File: config.mk
export PLATFORM = sky130hd
export DESIGN_NAME = decimFirTop
export DESIGN_NICKNAME = d
export VERILOG_FILES = /design/src/verilog/firPkg.sv /design/src/verilog/axiLitePkg.sv /design/src/verilog/sampleHistory.sv /design/src/verilog/partialSumLut.sv /design/src/verilog/adderTreeScaler.sv /design/src/verilog/firCsrAxil.sv /design/src/verilog/decimFirTop.sv
export VERILOG_INCLUDE_DIRS = /design/src /design/src/include
export SDC_FILE = /design/constraint.sdc
export NUM_CORES = 1
export LEC_CHECK = 0
export BUFFER_PORTS_ARGS = -buffer_cell sky130_fd_sc_hd__buf_4
export CAP_MARGIN = 20
export CORE_MARGIN = 2
export CORE_UTILIZATION = 55
export CTS_CLUSTER_DIAMETER = 50
export DETAILED_ROUTE_END_ITERATION = 6
export GPL_ROUTABILITY_DRIVEN = 0
export MAX_ROUTING_LAYER = met4
export PLACE_DENSITY = 0.78
export SLEW_MARGIN = 25
export SYNTH_ARGS = -nofsm -noshare
export SYNTH_HDL_FRONTEND = slang
export SYNTH_HIERARCHICAL = 1
export SYNTH_SLANG_ARGS = --single-unit
File: constraint.sdc
create_clock -name clkDS -period 6.1 [get_ports clkDS]
set_input_delay 1.83 -clock clkDS [delete_from_list [all_inputs] [get_ports clkDS]]
set_output_delay 1.83 -clock clkDS [all_outputs]
set_load 0.02 [all_outputs]
File: src/include/firCoeffs.svh
`ifndef FIR_COEFFS_SVH
`define FIR_COEFFS_SVH

// Symmetric lowpass prototype, tap 0 weights the newest sample
// All taps at +1 overrun the positive output range on purpose
localparam int numCoeffs = 48;

localparam logic signed [coeffWidth-1:0] coeffTable [numCoeffs] = '{
    // Rising half
    -1200,
    -400,
    2600,
    4600,
    7000,
    8600,
    10300,
    12000,
    13800,
    15600,
    17400,
    19100,
    20700,
    22200,
    23600,
    24800,
    25900,
    26800,
    27600,
    28200,
    28700,
    29000,
    29200,
    29300,
    // Mirror
    29300, 29200, 29000, 28700,
    28200, 27600, 26800, 25900,
    24800, 23600, 22200, 20700,
    19100, 17400, 15600, 13800,
    12000, 10300, 8600, 7000,
    4600, 2600, -400, -1200
};

`endif

File: src/verilog/firPkg.sv
package firPkg;

    // Datapath widths
    localparam int coeffWidth = 16;
    localparam int accWidth = 24;

    // Filter defaults used by the top level
    localparam int defaultNumTaps = 48;
    localparam int defaultDsr = 4;
    localparam int defaultLutBits = 6;
    localparam int defaultOutWidth = 14;
    localparam int defaultOutShift = 6;

    `include "firCoeffs.svh"

    // Partial sums and adder tree nodes
    typedef logic signed [accWidth-1:0] accT;

    // Per-cycle flags from the datapath to the register block
    typedef struct packed {
        logic outValid;
        logic satEvent;
    } firStatusT;

endpackage

File: src/verilog/axiLitePkg.sv
package axiLitePkg;

    localparam int axilAddrWidth = 4;
    localparam int axilDataWidth = 32;

    typedef struct packed {
        logic                       awvalid;
        logic [axilAddrWidth-1:0]   awaddr;
        logic                       wvalid;
        logic [axilDataWidth-1:0]   wdata;
        logic [axilDataWidth/8-1:0] wstrb;
        logic                       bready;
        logic                       arvalid;
        logic [axilAddrWidth-1:0]   araddr;
        logic                       rready;
    } axilReqT;

    typedef struct packed {
        logic                     awready;
        logic                     wready;
        logic                     bvalid;
        logic [1:0]               bresp;
        logic                     arready;
        logic                     rvalid;
        logic [axilDataWidth-1:0] rdata;
        logic [1:0]               rresp;
    } axilRspT;

    localparam logic [1:0] respOkay = 2'b00;
    localparam logic [1:0] respSlvErr = 2'b10;

    // Register map
    localparam logic [axilAddrWidth-1:0] regCtrl = 4'h0;
    localparam logic [axilAddrWidth-1:0] regStatus = 4'h4;
    localparam logic [axilAddrWidth-1:0] regLastOut = 4'h8;
    localparam logic [axilAddrWidth-1:0] regOutCount = 4'hC;

endpackage

File: src/verilog/sampleHistory.sv
`timescale 1ns/100ps

module sampleHistory #(
    parameter int numTaps = 48,
    parameter int dsr = 4
) (
    input  logic               clkDS,
    input  logic               rst,
    input  logic               enable,
    input  logic [dsr-1:0]     sampleWord,
    output logic [numTaps-1:0] historyBits,
    output logic               historyValid
);

    // Words needed before every tap holds a real sample
    localparam int fillWords = numTaps / dsr;
    localparam int countWidth = $clog2(fillWords + 1);

    logic [dsr-1:0]        wordReversed;
    logic [countWidth-1:0] fillCount;

    // Word arrives oldest first, history wants newest at bit 0
    always_comb begin
        for (int i = 0; i < dsr; i++) begin
            wordReversed[i] = sampleWord[dsr - 1 - i];
        end
    end

    always_ff @(posedge clkDS) begin
        if (enable) begin
            historyBits <= {historyBits[numTaps-dsr-1:0], wordReversed};
        end
    end

    // Saturating count of captured words, restarts on every disable
    always_ff @(posedge clkDS) begin
        if (rst) begin
            fillCount <= '0;
        end else if (!enable) begin
            fillCount <= '0;
        end else if (fillCount != countWidth'(fillWords)) begin
            fillCount <= fillCount + 1'b1;
        end
    end

    assign historyValid = (fillCount == countWidth'(fillWords));

endmodule

File: src/verilog/partialSumLut.sv
`timescale 1ns/100ps

module partialSumLut #(
    parameter int lutBits = 6,
    parameter int baseTap = 0
) (
    input  logic               clkDS,
    input  logic [lutBits-1:0] lutAddr,
    output firPkg::accT        partialSum
);

    import firPkg::*;

    localparam int lutSize = 1 << lutBits;

    accT lutRom [lutSize];

    // Sample 1 adds the coefficient, sample 0 subtracts it
    function automatic accT entrySum(input int addr);
        accT sum;
        sum = '0;
        for (int j = 0; j < lutBits; j++) begin
            if (addr[j]) begin
                sum = sum + accT'(coeffTable[baseTap + j]);
            end else begin
                sum = sum - accT'(coeffTable[baseTap + j]);
            end
        end
        return sum;
    endfunction

    // Table contents fixed at elaboration
    for (genvar a = 0; a < lutSize; a++) begin : genEntry
        localparam accT entryValue = entrySum(a);
        assign lutRom[a] = entryValue;
    end

    always_ff @(posedge clkDS) begin
        partialSum <= lutRom[lutAddr];
    end

endmodule

File: src/verilog/adderTreeScaler.sv
`timescale 1ns/100ps

module adderTreeScaler #(
    parameter int numLuts = 8,
    parameter int outWidth = 14,
    parameter int outShift = 6
) (
    input  logic                clkDS,
    input  logic                rst,
    input  firPkg::accT         partialSums [numLuts],
    input  logic                inValid,
    output logic [outWidth-1:0] out,
    output logic                valid,
    output logic                satEvent
);

    import firPkg::*;

    localparam int treeLevels = $clog2(numLuts);
    localparam int treeLeaves = 1 << treeLevels;
    localparam accT roundHalf = accT'(1) <<< (outShift - 1);
    localparam accT satMax = (accT'(1) <<< (outWidth - 1)) - accT'(1);
    localparam accT satMin = -(accT'(1) <<< (outWidth - 1));

    // Heap layout, root at 0, leaves at the top end
    accT                 treeNodes [2*treeLeaves-1];
    logic [treeLevels-1:0] validPipe;

    accT                        rounded;
    accT                        shifted;
    logic                       clampHigh;
    logic                       clampLow;
    logic signed [outWidth-1:0] clamped;
    logic [outWidth-1:0]        outNext;

    for (genvar i = 0; i < treeLeaves; i++) begin : genLeaf
        if (i < numLuts) begin : genUsed
            assign treeNodes[treeLeaves - 1 + i] = partialSums[i];
        end else begin : genPad
            assign treeNodes[treeLeaves - 1 + i] = '0;
        end
    end

    // Every internal node is one register stage
    for (genvar n = 0; n < treeLeaves - 1; n++) begin : genNode
        always_ff @(posedge clkDS) begin
            treeNodes[n] <= treeNodes[2*n + 1] + treeNodes[2*n + 2];
        end
    end

    always_ff @(posedge clkDS) begin
        if (rst) begin
            validPipe <= '0;
        end else begin
            validPipe <= treeLevels'({validPipe, inValid});
        end
    end

    // Round half up, then clamp to the signed output range
    always_comb begin
        rounded = treeNodes[0] + roundHalf;
        shifted = rounded >>> outShift;
        clampHigh = shifted > satMax;
        clampLow = shifted < satMin;
        if (clampHigh) begin
            clamped = satMax[outWidth-1:0];
        end else if (clampLow) begin
            clamped = satMin[outWidth-1:0];
        end else begin
            clamped = shifted[outWidth-1:0];
        end
    end

    // Offset binary
    assign outNext = {~clamped[outWidth-1], clamped[outWidth-2:0]};

    always_ff @(posedge clkDS) begin
        if (rst) begin
            out <= '0;
            valid <= 1'b0;
            satEvent <= 1'b0;
        end else begin
            valid <= validPipe[treeLevels-1];
            satEvent <= validPipe[treeLevels-1] && (clampHigh || clampLow);
            if (validPipe[treeLevels-1]) begin
                out <= outNext;
            end
        end
    end

endmodule

File: src/verilog/firCsrAxil.sv
`timescale 1ns/100ps

module firCsrAxil #(
    parameter int outWidth = 14
) (
    input  logic                clkDS,
    input  logic                rst,
    input  axiLitePkg::axilReqT axilReq,
    output axiLitePkg::axilRspT axilRsp,
    input  firPkg::firStatusT   status,
    input  logic [outWidth-1:0] lastOut,
    output logic                enable
);

    import axiLitePkg::*;

    logic                     writeAccept;
    logic                     readAccept;
    logic                     writeHit;
    logic                     readHit;
    logic                     clearSat;
    logic [axilDataWidth-1:0] readMux;

    logic                     bValid;
    logic [1:0]               bResp;
    logic                     rValid;
    logic [axilDataWidth-1:0] rData;
    logic [1:0]               rResp;

    logic                     satSticky;
    logic [outWidth-1:0]      lastOutReg;
    logic [31:0]              outCount;

    // One transaction of each kind in flight
    assign writeAccept = axilReq.awvalid && axilReq.wvalid && !bValid;
    assign readAccept = axilReq.arvalid && !rValid;

    assign clearSat = writeAccept && (axilReq.awaddr == regStatus)
                      && axilReq.wstrb[0] && axilReq.wdata[1];

    always_comb begin
        case (axilReq.awaddr)
            regCtrl, regStatus, regLastOut, regOutCount: writeHit = 1'b1;
            default: writeHit = 1'b0;
        endcase
    end

    always_comb begin
        readHit = 1'b1;
        readMux = '0;
        case (axilReq.araddr)
            regCtrl: readMux = {31'b0, enable};
            regStatus: readMux = {30'b0, satSticky, status.outValid};
            regLastOut: readMux = 32'(lastOutReg);
            regOutCount: readMux = outCount;
            default: readHit = 1'b0;
        endcase
    end

    // Write channel and CTRL
    always_ff @(posedge clkDS) begin
        if (rst) begin
            bValid <= 1'b0;
            enable <= 1'b0;
        end else if (writeAccept) begin
            bValid <= 1'b1;
            if ((axilReq.awaddr == regCtrl) && axilReq.wstrb[0]) begin
                enable <= axilReq.wdata[0];
            end
        end else if (axilReq.bready) begin
            bValid <= 1'b0;
        end
    end

    always_ff @(posedge clkDS) begin
        if (writeAccept) begin
            bResp <= writeHit ? respOkay : respSlvErr;
        end
    end

    // Read channel, data held until rready
    always_ff @(posedge clkDS) begin
        if (rst) begin
            rValid <= 1'b0;
        end else if (readAccept) begin
            rValid <= 1'b1;
        end else if (axilReq.rready) begin
            rValid <= 1'b0;
        end
    end

    always_ff @(posedge clkDS) begin
        if (readAccept) begin
            rData <= readMux;
            rResp <= readHit ? respOkay : respSlvErr;
        end
    end

    // Datapath monitors, a new event wins over a clear in the same cycle
    always_ff @(posedge clkDS) begin
        if (rst) begin
            satSticky <= 1'b0;
            lastOutReg <= '0;
            outCount <= '0;
        end else begin
            satSticky <= (satSticky && !clearSat) || status.satEvent;
            if (status.outValid) begin
                lastOutReg <= lastOut;
                outCount <= outCount + 32'd1;
            end
        end
    end

    always_comb begin
        axilRsp.awready = writeAccept;
        axilRsp.wready = writeAccept;
        axilRsp.bvalid = bValid;
        axilRsp.bresp = bResp;
        axilRsp.arready = readAccept;
        axilRsp.rvalid = rValid;
        axilRsp.rdata = rData;
        axilRsp.rresp = rResp;
    end

endmodule

File: src/verilog/decimFirTop.sv
`timescale 1ns/100ps

module decimFirTop #(
    parameter int numTaps = firPkg::defaultNumTaps,
    parameter int dsr = firPkg::defaultDsr,
    parameter int lutBits = firPkg::defaultLutBits,
    parameter int outWidth = firPkg::defaultOutWidth,
    parameter int outShift = firPkg::defaultOutShift
) (
    input  logic                clkDS,
    input  logic                rst,
    input  logic [dsr-1:0]      sampleWord,
    output logic [outWidth-1:0] out,
    output logic                valid,
    input  axiLitePkg::axilReqT axilReq,
    output axiLitePkg::axilRspT axilRsp
);

    import firPkg::*;

    localparam int numLuts = numTaps / lutBits;

    logic               enable;
    logic [numTaps-1:0] historyBits;
    logic               historyValid;
    logic               lutValid;
    accT                partialSums [numLuts];
    logic               satEvent;
    firStatusT          status;

    sampleHistory #(
        .numTaps(numTaps),
        .dsr(dsr)
    ) history (
        .clkDS(clkDS),
        .rst(rst),
        .enable(enable),
        .sampleWord(sampleWord),
        .historyBits(historyBits),
        .historyValid(historyValid)
    );

    // Each table covers lutBits consecutive taps
    for (genvar i = 0; i < numLuts; i++) begin : genLut
        partialSumLut #(
            .lutBits(lutBits),
            .baseTap(i * lutBits)
        ) lut (
            .clkDS(clkDS),
            .lutAddr(historyBits[i*lutBits +: lutBits]),
            .partialSum(partialSums[i])
        );
    end

    // Matches the table read latency
    always_ff @(posedge clkDS) begin
        if (rst) begin
            lutValid <= 1'b0;
        end else begin
            lutValid <= historyValid;
        end
    end

    adderTreeScaler #(
        .numLuts(numLuts),
        .outWidth(outWidth),
        .outShift(outShift)
    ) tree (
        .clkDS(clkDS),
        .rst(rst),
        .partialSums(partialSums),
        .inValid(lutValid),
        .out(out),
        .valid(valid),
        .satEvent(satEvent)
    );

    assign status = '{outValid: valid, satEvent: satEvent};

    firCsrAxil #(
        .outWidth(outWidth)
    ) csr (
        .clkDS(clkDS),
        .rst(rst),
        .axilReq(axilReq),
        .axilRsp(axilRsp),
        .status(status),
        .lastOut(out),
        .enable(enable)
    );

endmodule

==> results.yml <==
status:
  status: "completed"
setup_path:
  cp_slowest_stage_delay_ns: 0.17
  crit_chain: "buf_4 > nand3b_1 > inv_1 > buf_4"
  crit_path_top_delay_cell: "buf_4"
  cp-start-kind: "primary input"
  rrSetupSlack_ns: 3.08
  end_kind: "output pin"
  crit_path_frequent_cell: "buf_4"
  criticalPathCategory: "primary input to output pin"
  crit_path_start: "axilReq[43]"
  timing.rr.end: "genLut[6].lut/partialSum[4]"
  cp.required_ns: 4.27
  worstReg2RegStart: "history/historyBits[36]"
  r2r_cells: 7
  worstPathMaxFanout: 4
  arrival_ns: 2.35
  cp-endpoint: "axilRsp[40]"
detailed_routing:
  first_pass_iters: 7
  post_drt_wl_per_cell_um: 16.1
  wl_um: 65200
  met3WireLength_um: 3380
  wl_met2_um: 30500
  routed-via-count: 24000
  viasPerCell: 5.92
  antenna_left: 0
  routed.top_layer: "met4"
  met1_length_um: 28500
  drt_iter0_markers: 2071
  drc: 0
logic_synthesis:
  synth.distinct_cells: 120
  synth_top_area_share_pct: 24.0
  synthFlopType: "dfxtp_1"
  ys_async_sr_fraction_pct: 0
  synthCells: 3409
  synth-seq-cells: 437
  syn_area_per_cell_um2: 8.68
  yosys_warnings: 6
  synth_area_mm2: 0.0296
  ys_seq_area_share_pct: 32.3
  synth_area_leaders: "dfxtp_1 (24%), ha_1 (11%), edfxtp_1 (8.3%)"
  yosysTopAreaCell: "dfxtp_1"
  synth_edf_count: 82
  netlist_top_cells_count: "dfxtp_1 (355), nor2_1 (303), a21oi_1 (263), ha_1 (261), nand2_1 (236)"
  yosys.cell_count.top_type: "dfxtp_1"
pwr:
  power.share.sequential_pct: 45.2
  power.density_mw_per_mm2: 224
  p_clk_share_pct: 44.1
  intPower_uw: 5280
  p_comb_share_pct: 10.7
  p_sw_share_pct: 25.0
  power_switching_uw: 1750
  ir_drop_mv: 0.221
  power_leakage_uw: 0.0128
sta:
  rsz0062_at_grt: "no"
  setup_viol: 0
  finClkSkew_ns: 0.0258
  finalCritPeriodShare_pct: 68.5
  slew_headroom_pct: 35.1
  hold_viol_final: 0
  finalCriticalPeriod_ns: 4.18
  fmax_mhz: 239
  fin_setup_tns_ns: 0
  worstMarginPinSlew_ns: 0.973
  finalMaxSlewViolations: 0
placed_design:
  dp_cells: 3969
  hpwl_um: 45900
  io_buffers: 75
die:
  die_h_um: 236
  rows: 85
  core_area_mm2: 0.0535
  initial_core_util_pct: 55.3
  die_w_um: 236
  num_io_pins: 111
  dieArea_mm2: 0.0557
finish:
  multi_input_area_mm2: 0.0179
  antenna_cells: 0
  layout-drive-gt1-share_pct: 9.01
  syn_to_final_growth_pct: 6.16
  seq_area_mm2: 0.00957
  num-fill-cells: 4560
  fin_nets: 3645
  stdcell_count: 4059
hold_path:
  hp-class: "flip-flop to flip-flop"
global_route:
  grt_remaining_overflow: 0
  grt.total_usage_pct: 23.6
  grt_max_degree: 82
  grt_pass1_wl_um: 108000
  grt_pass1_vias: 21800
  antenna_found_initial: 0
flow_run:
  cap_violations: 0
clock_tree:
  cts.htree.levels: 2
  clk_pin_slew_ns: 0.06
  cts_tree: "done"
  ctsHoldBuffers: 0
  cts_setup_buffers: 0
  insertion_delay_ns: 0.60
  clockBufferDepth: 3
  numCtsBuffers: 48
  clock-sinks: 437
  cts-root-buf: "clkbuf_16"
  postCtsResizedCells: 0
[power groups by stage]
stage	registers (µW)	clock network (µW)	logic (µW)
finish	3180	3100	753
global route	3190	3270	843
CTS	3180	3160	746
detailed placement	3240	0	739
global placement	3230	0	726
floorplan	3220	0	587
[metrics by stage]
stage / hold WS [ns] / power (µW) / cell area (µm²) / utilization [%] / setup WS (ns)
final: 0.441 / 7030 / 31400 / 58.7 / 1.92
after detailed placement: 0.439 / 3980 / 29700 / 55.5 / 1.93
after floorplan: 0.411 / 3810 / 29700 / - / 0.565
after CTS: 0.446 / 7080 / 31400 / 58.7 / 1.92
after global routing: 0.462 / 7300 / 31400 / 58.7 / 1.90
after global placement: 0.420 / 3960 / 29700 / 55.5 / 1.94
[cell usage in the layout (no fill, tap or decap), types with 27 or more instances in the layout]
master	instances
mux2i_1	75
o21ai_0	222
a211oi_1	55
nand2_1	236
and2_1	31
o22ai_1	30
and3_1	29
xor2_1	60
clkbuf_16	51
inv_1	139
edfxtp_1	82
a21oi_1	263
buf_4	101
nand2b_1	61
o211ai_1	44
xnor2_1	135
nor2_1	303
a31oi_1	36
o21a_1	27
ha_1	261
nor2b_1	72
conb_1	28
dfxtp_1	354
a21o_1	46
nor3_1	56
nand3_1	79
[how the worst min path moves through the flow]
stage | from | end | slack, ns | cells after the start
after floorplan | tree/satEvent | csr/satSticky | 0.41 | 2
after global placement | tree/satEvent | csr/satSticky | 0.42 | 2
after detailed placement | tree/satEvent | csr/satSticky | 0.44 | 2
after CTS | lutValid | tree/validPipe[0] | 0.45 | 1
after global routing | tree/validPipe[1] | tree/validPipe[2] | 0.46 | 1
final | lutValid | tree/validPipe[0] | 0.44 | 1
[worst max-delay path, delay by kind of cell]
family	cells	cell delay, ns
simple gates	1	0.14
buf+inv	3	0.38
[state kept, by name, indices dropped and copies added (netlist names), 3 cells and up]
| signal | flops |
|---|---|
| csr/lastOutReg | 14 |
| csr/outCount | 32 |
| history/historyBits | 48 |
| csr/rData | 32 |
| history/fillCount | 4 |
| tree/validPipe | 3 |
| tree/out | 14 |
| genLut.lut/partialSum | 118 |
| tree/treeNodes | 163 |
[cell type report]
cell class              count  area share [%]
clock inverters            30            1.20
flip-flops and latches    437            30.5
clock buffers              60            4.33
well taps                 696            2.77
repair buffers            101            2.41
inverters                 150            1.79
multi-input cells        2585            57.0
[layer usage]
metal / GRT usage, % / vias up
met5: - / -
met4: 10.5 / 0
li1: - / 12000
met2: 37.9 / 779
met3: 2.73 / 167
met1: 30.0 / 11100
[cells by family after synthesis]
| family | Yosys count | synth area share, % |
|---|---|---|
| XOR/XNOR | 198 | 5.94 |
| other | 9 | 0.114 |
| multiplexers | 115 | 4.79 |
| buffers and inverters | 406 | 7.39 |
| AO/OA/AOI/OAI | 968 | 21.2 |
| adder cells (fa/ha/maj) | 270 | 11.5 |
| flip-flops | 437 | 32.3 |
| AND/OR/NAND/NOR | 1006 | 16.7 |
Note: power is estimated with default switching activity, not from simulation.
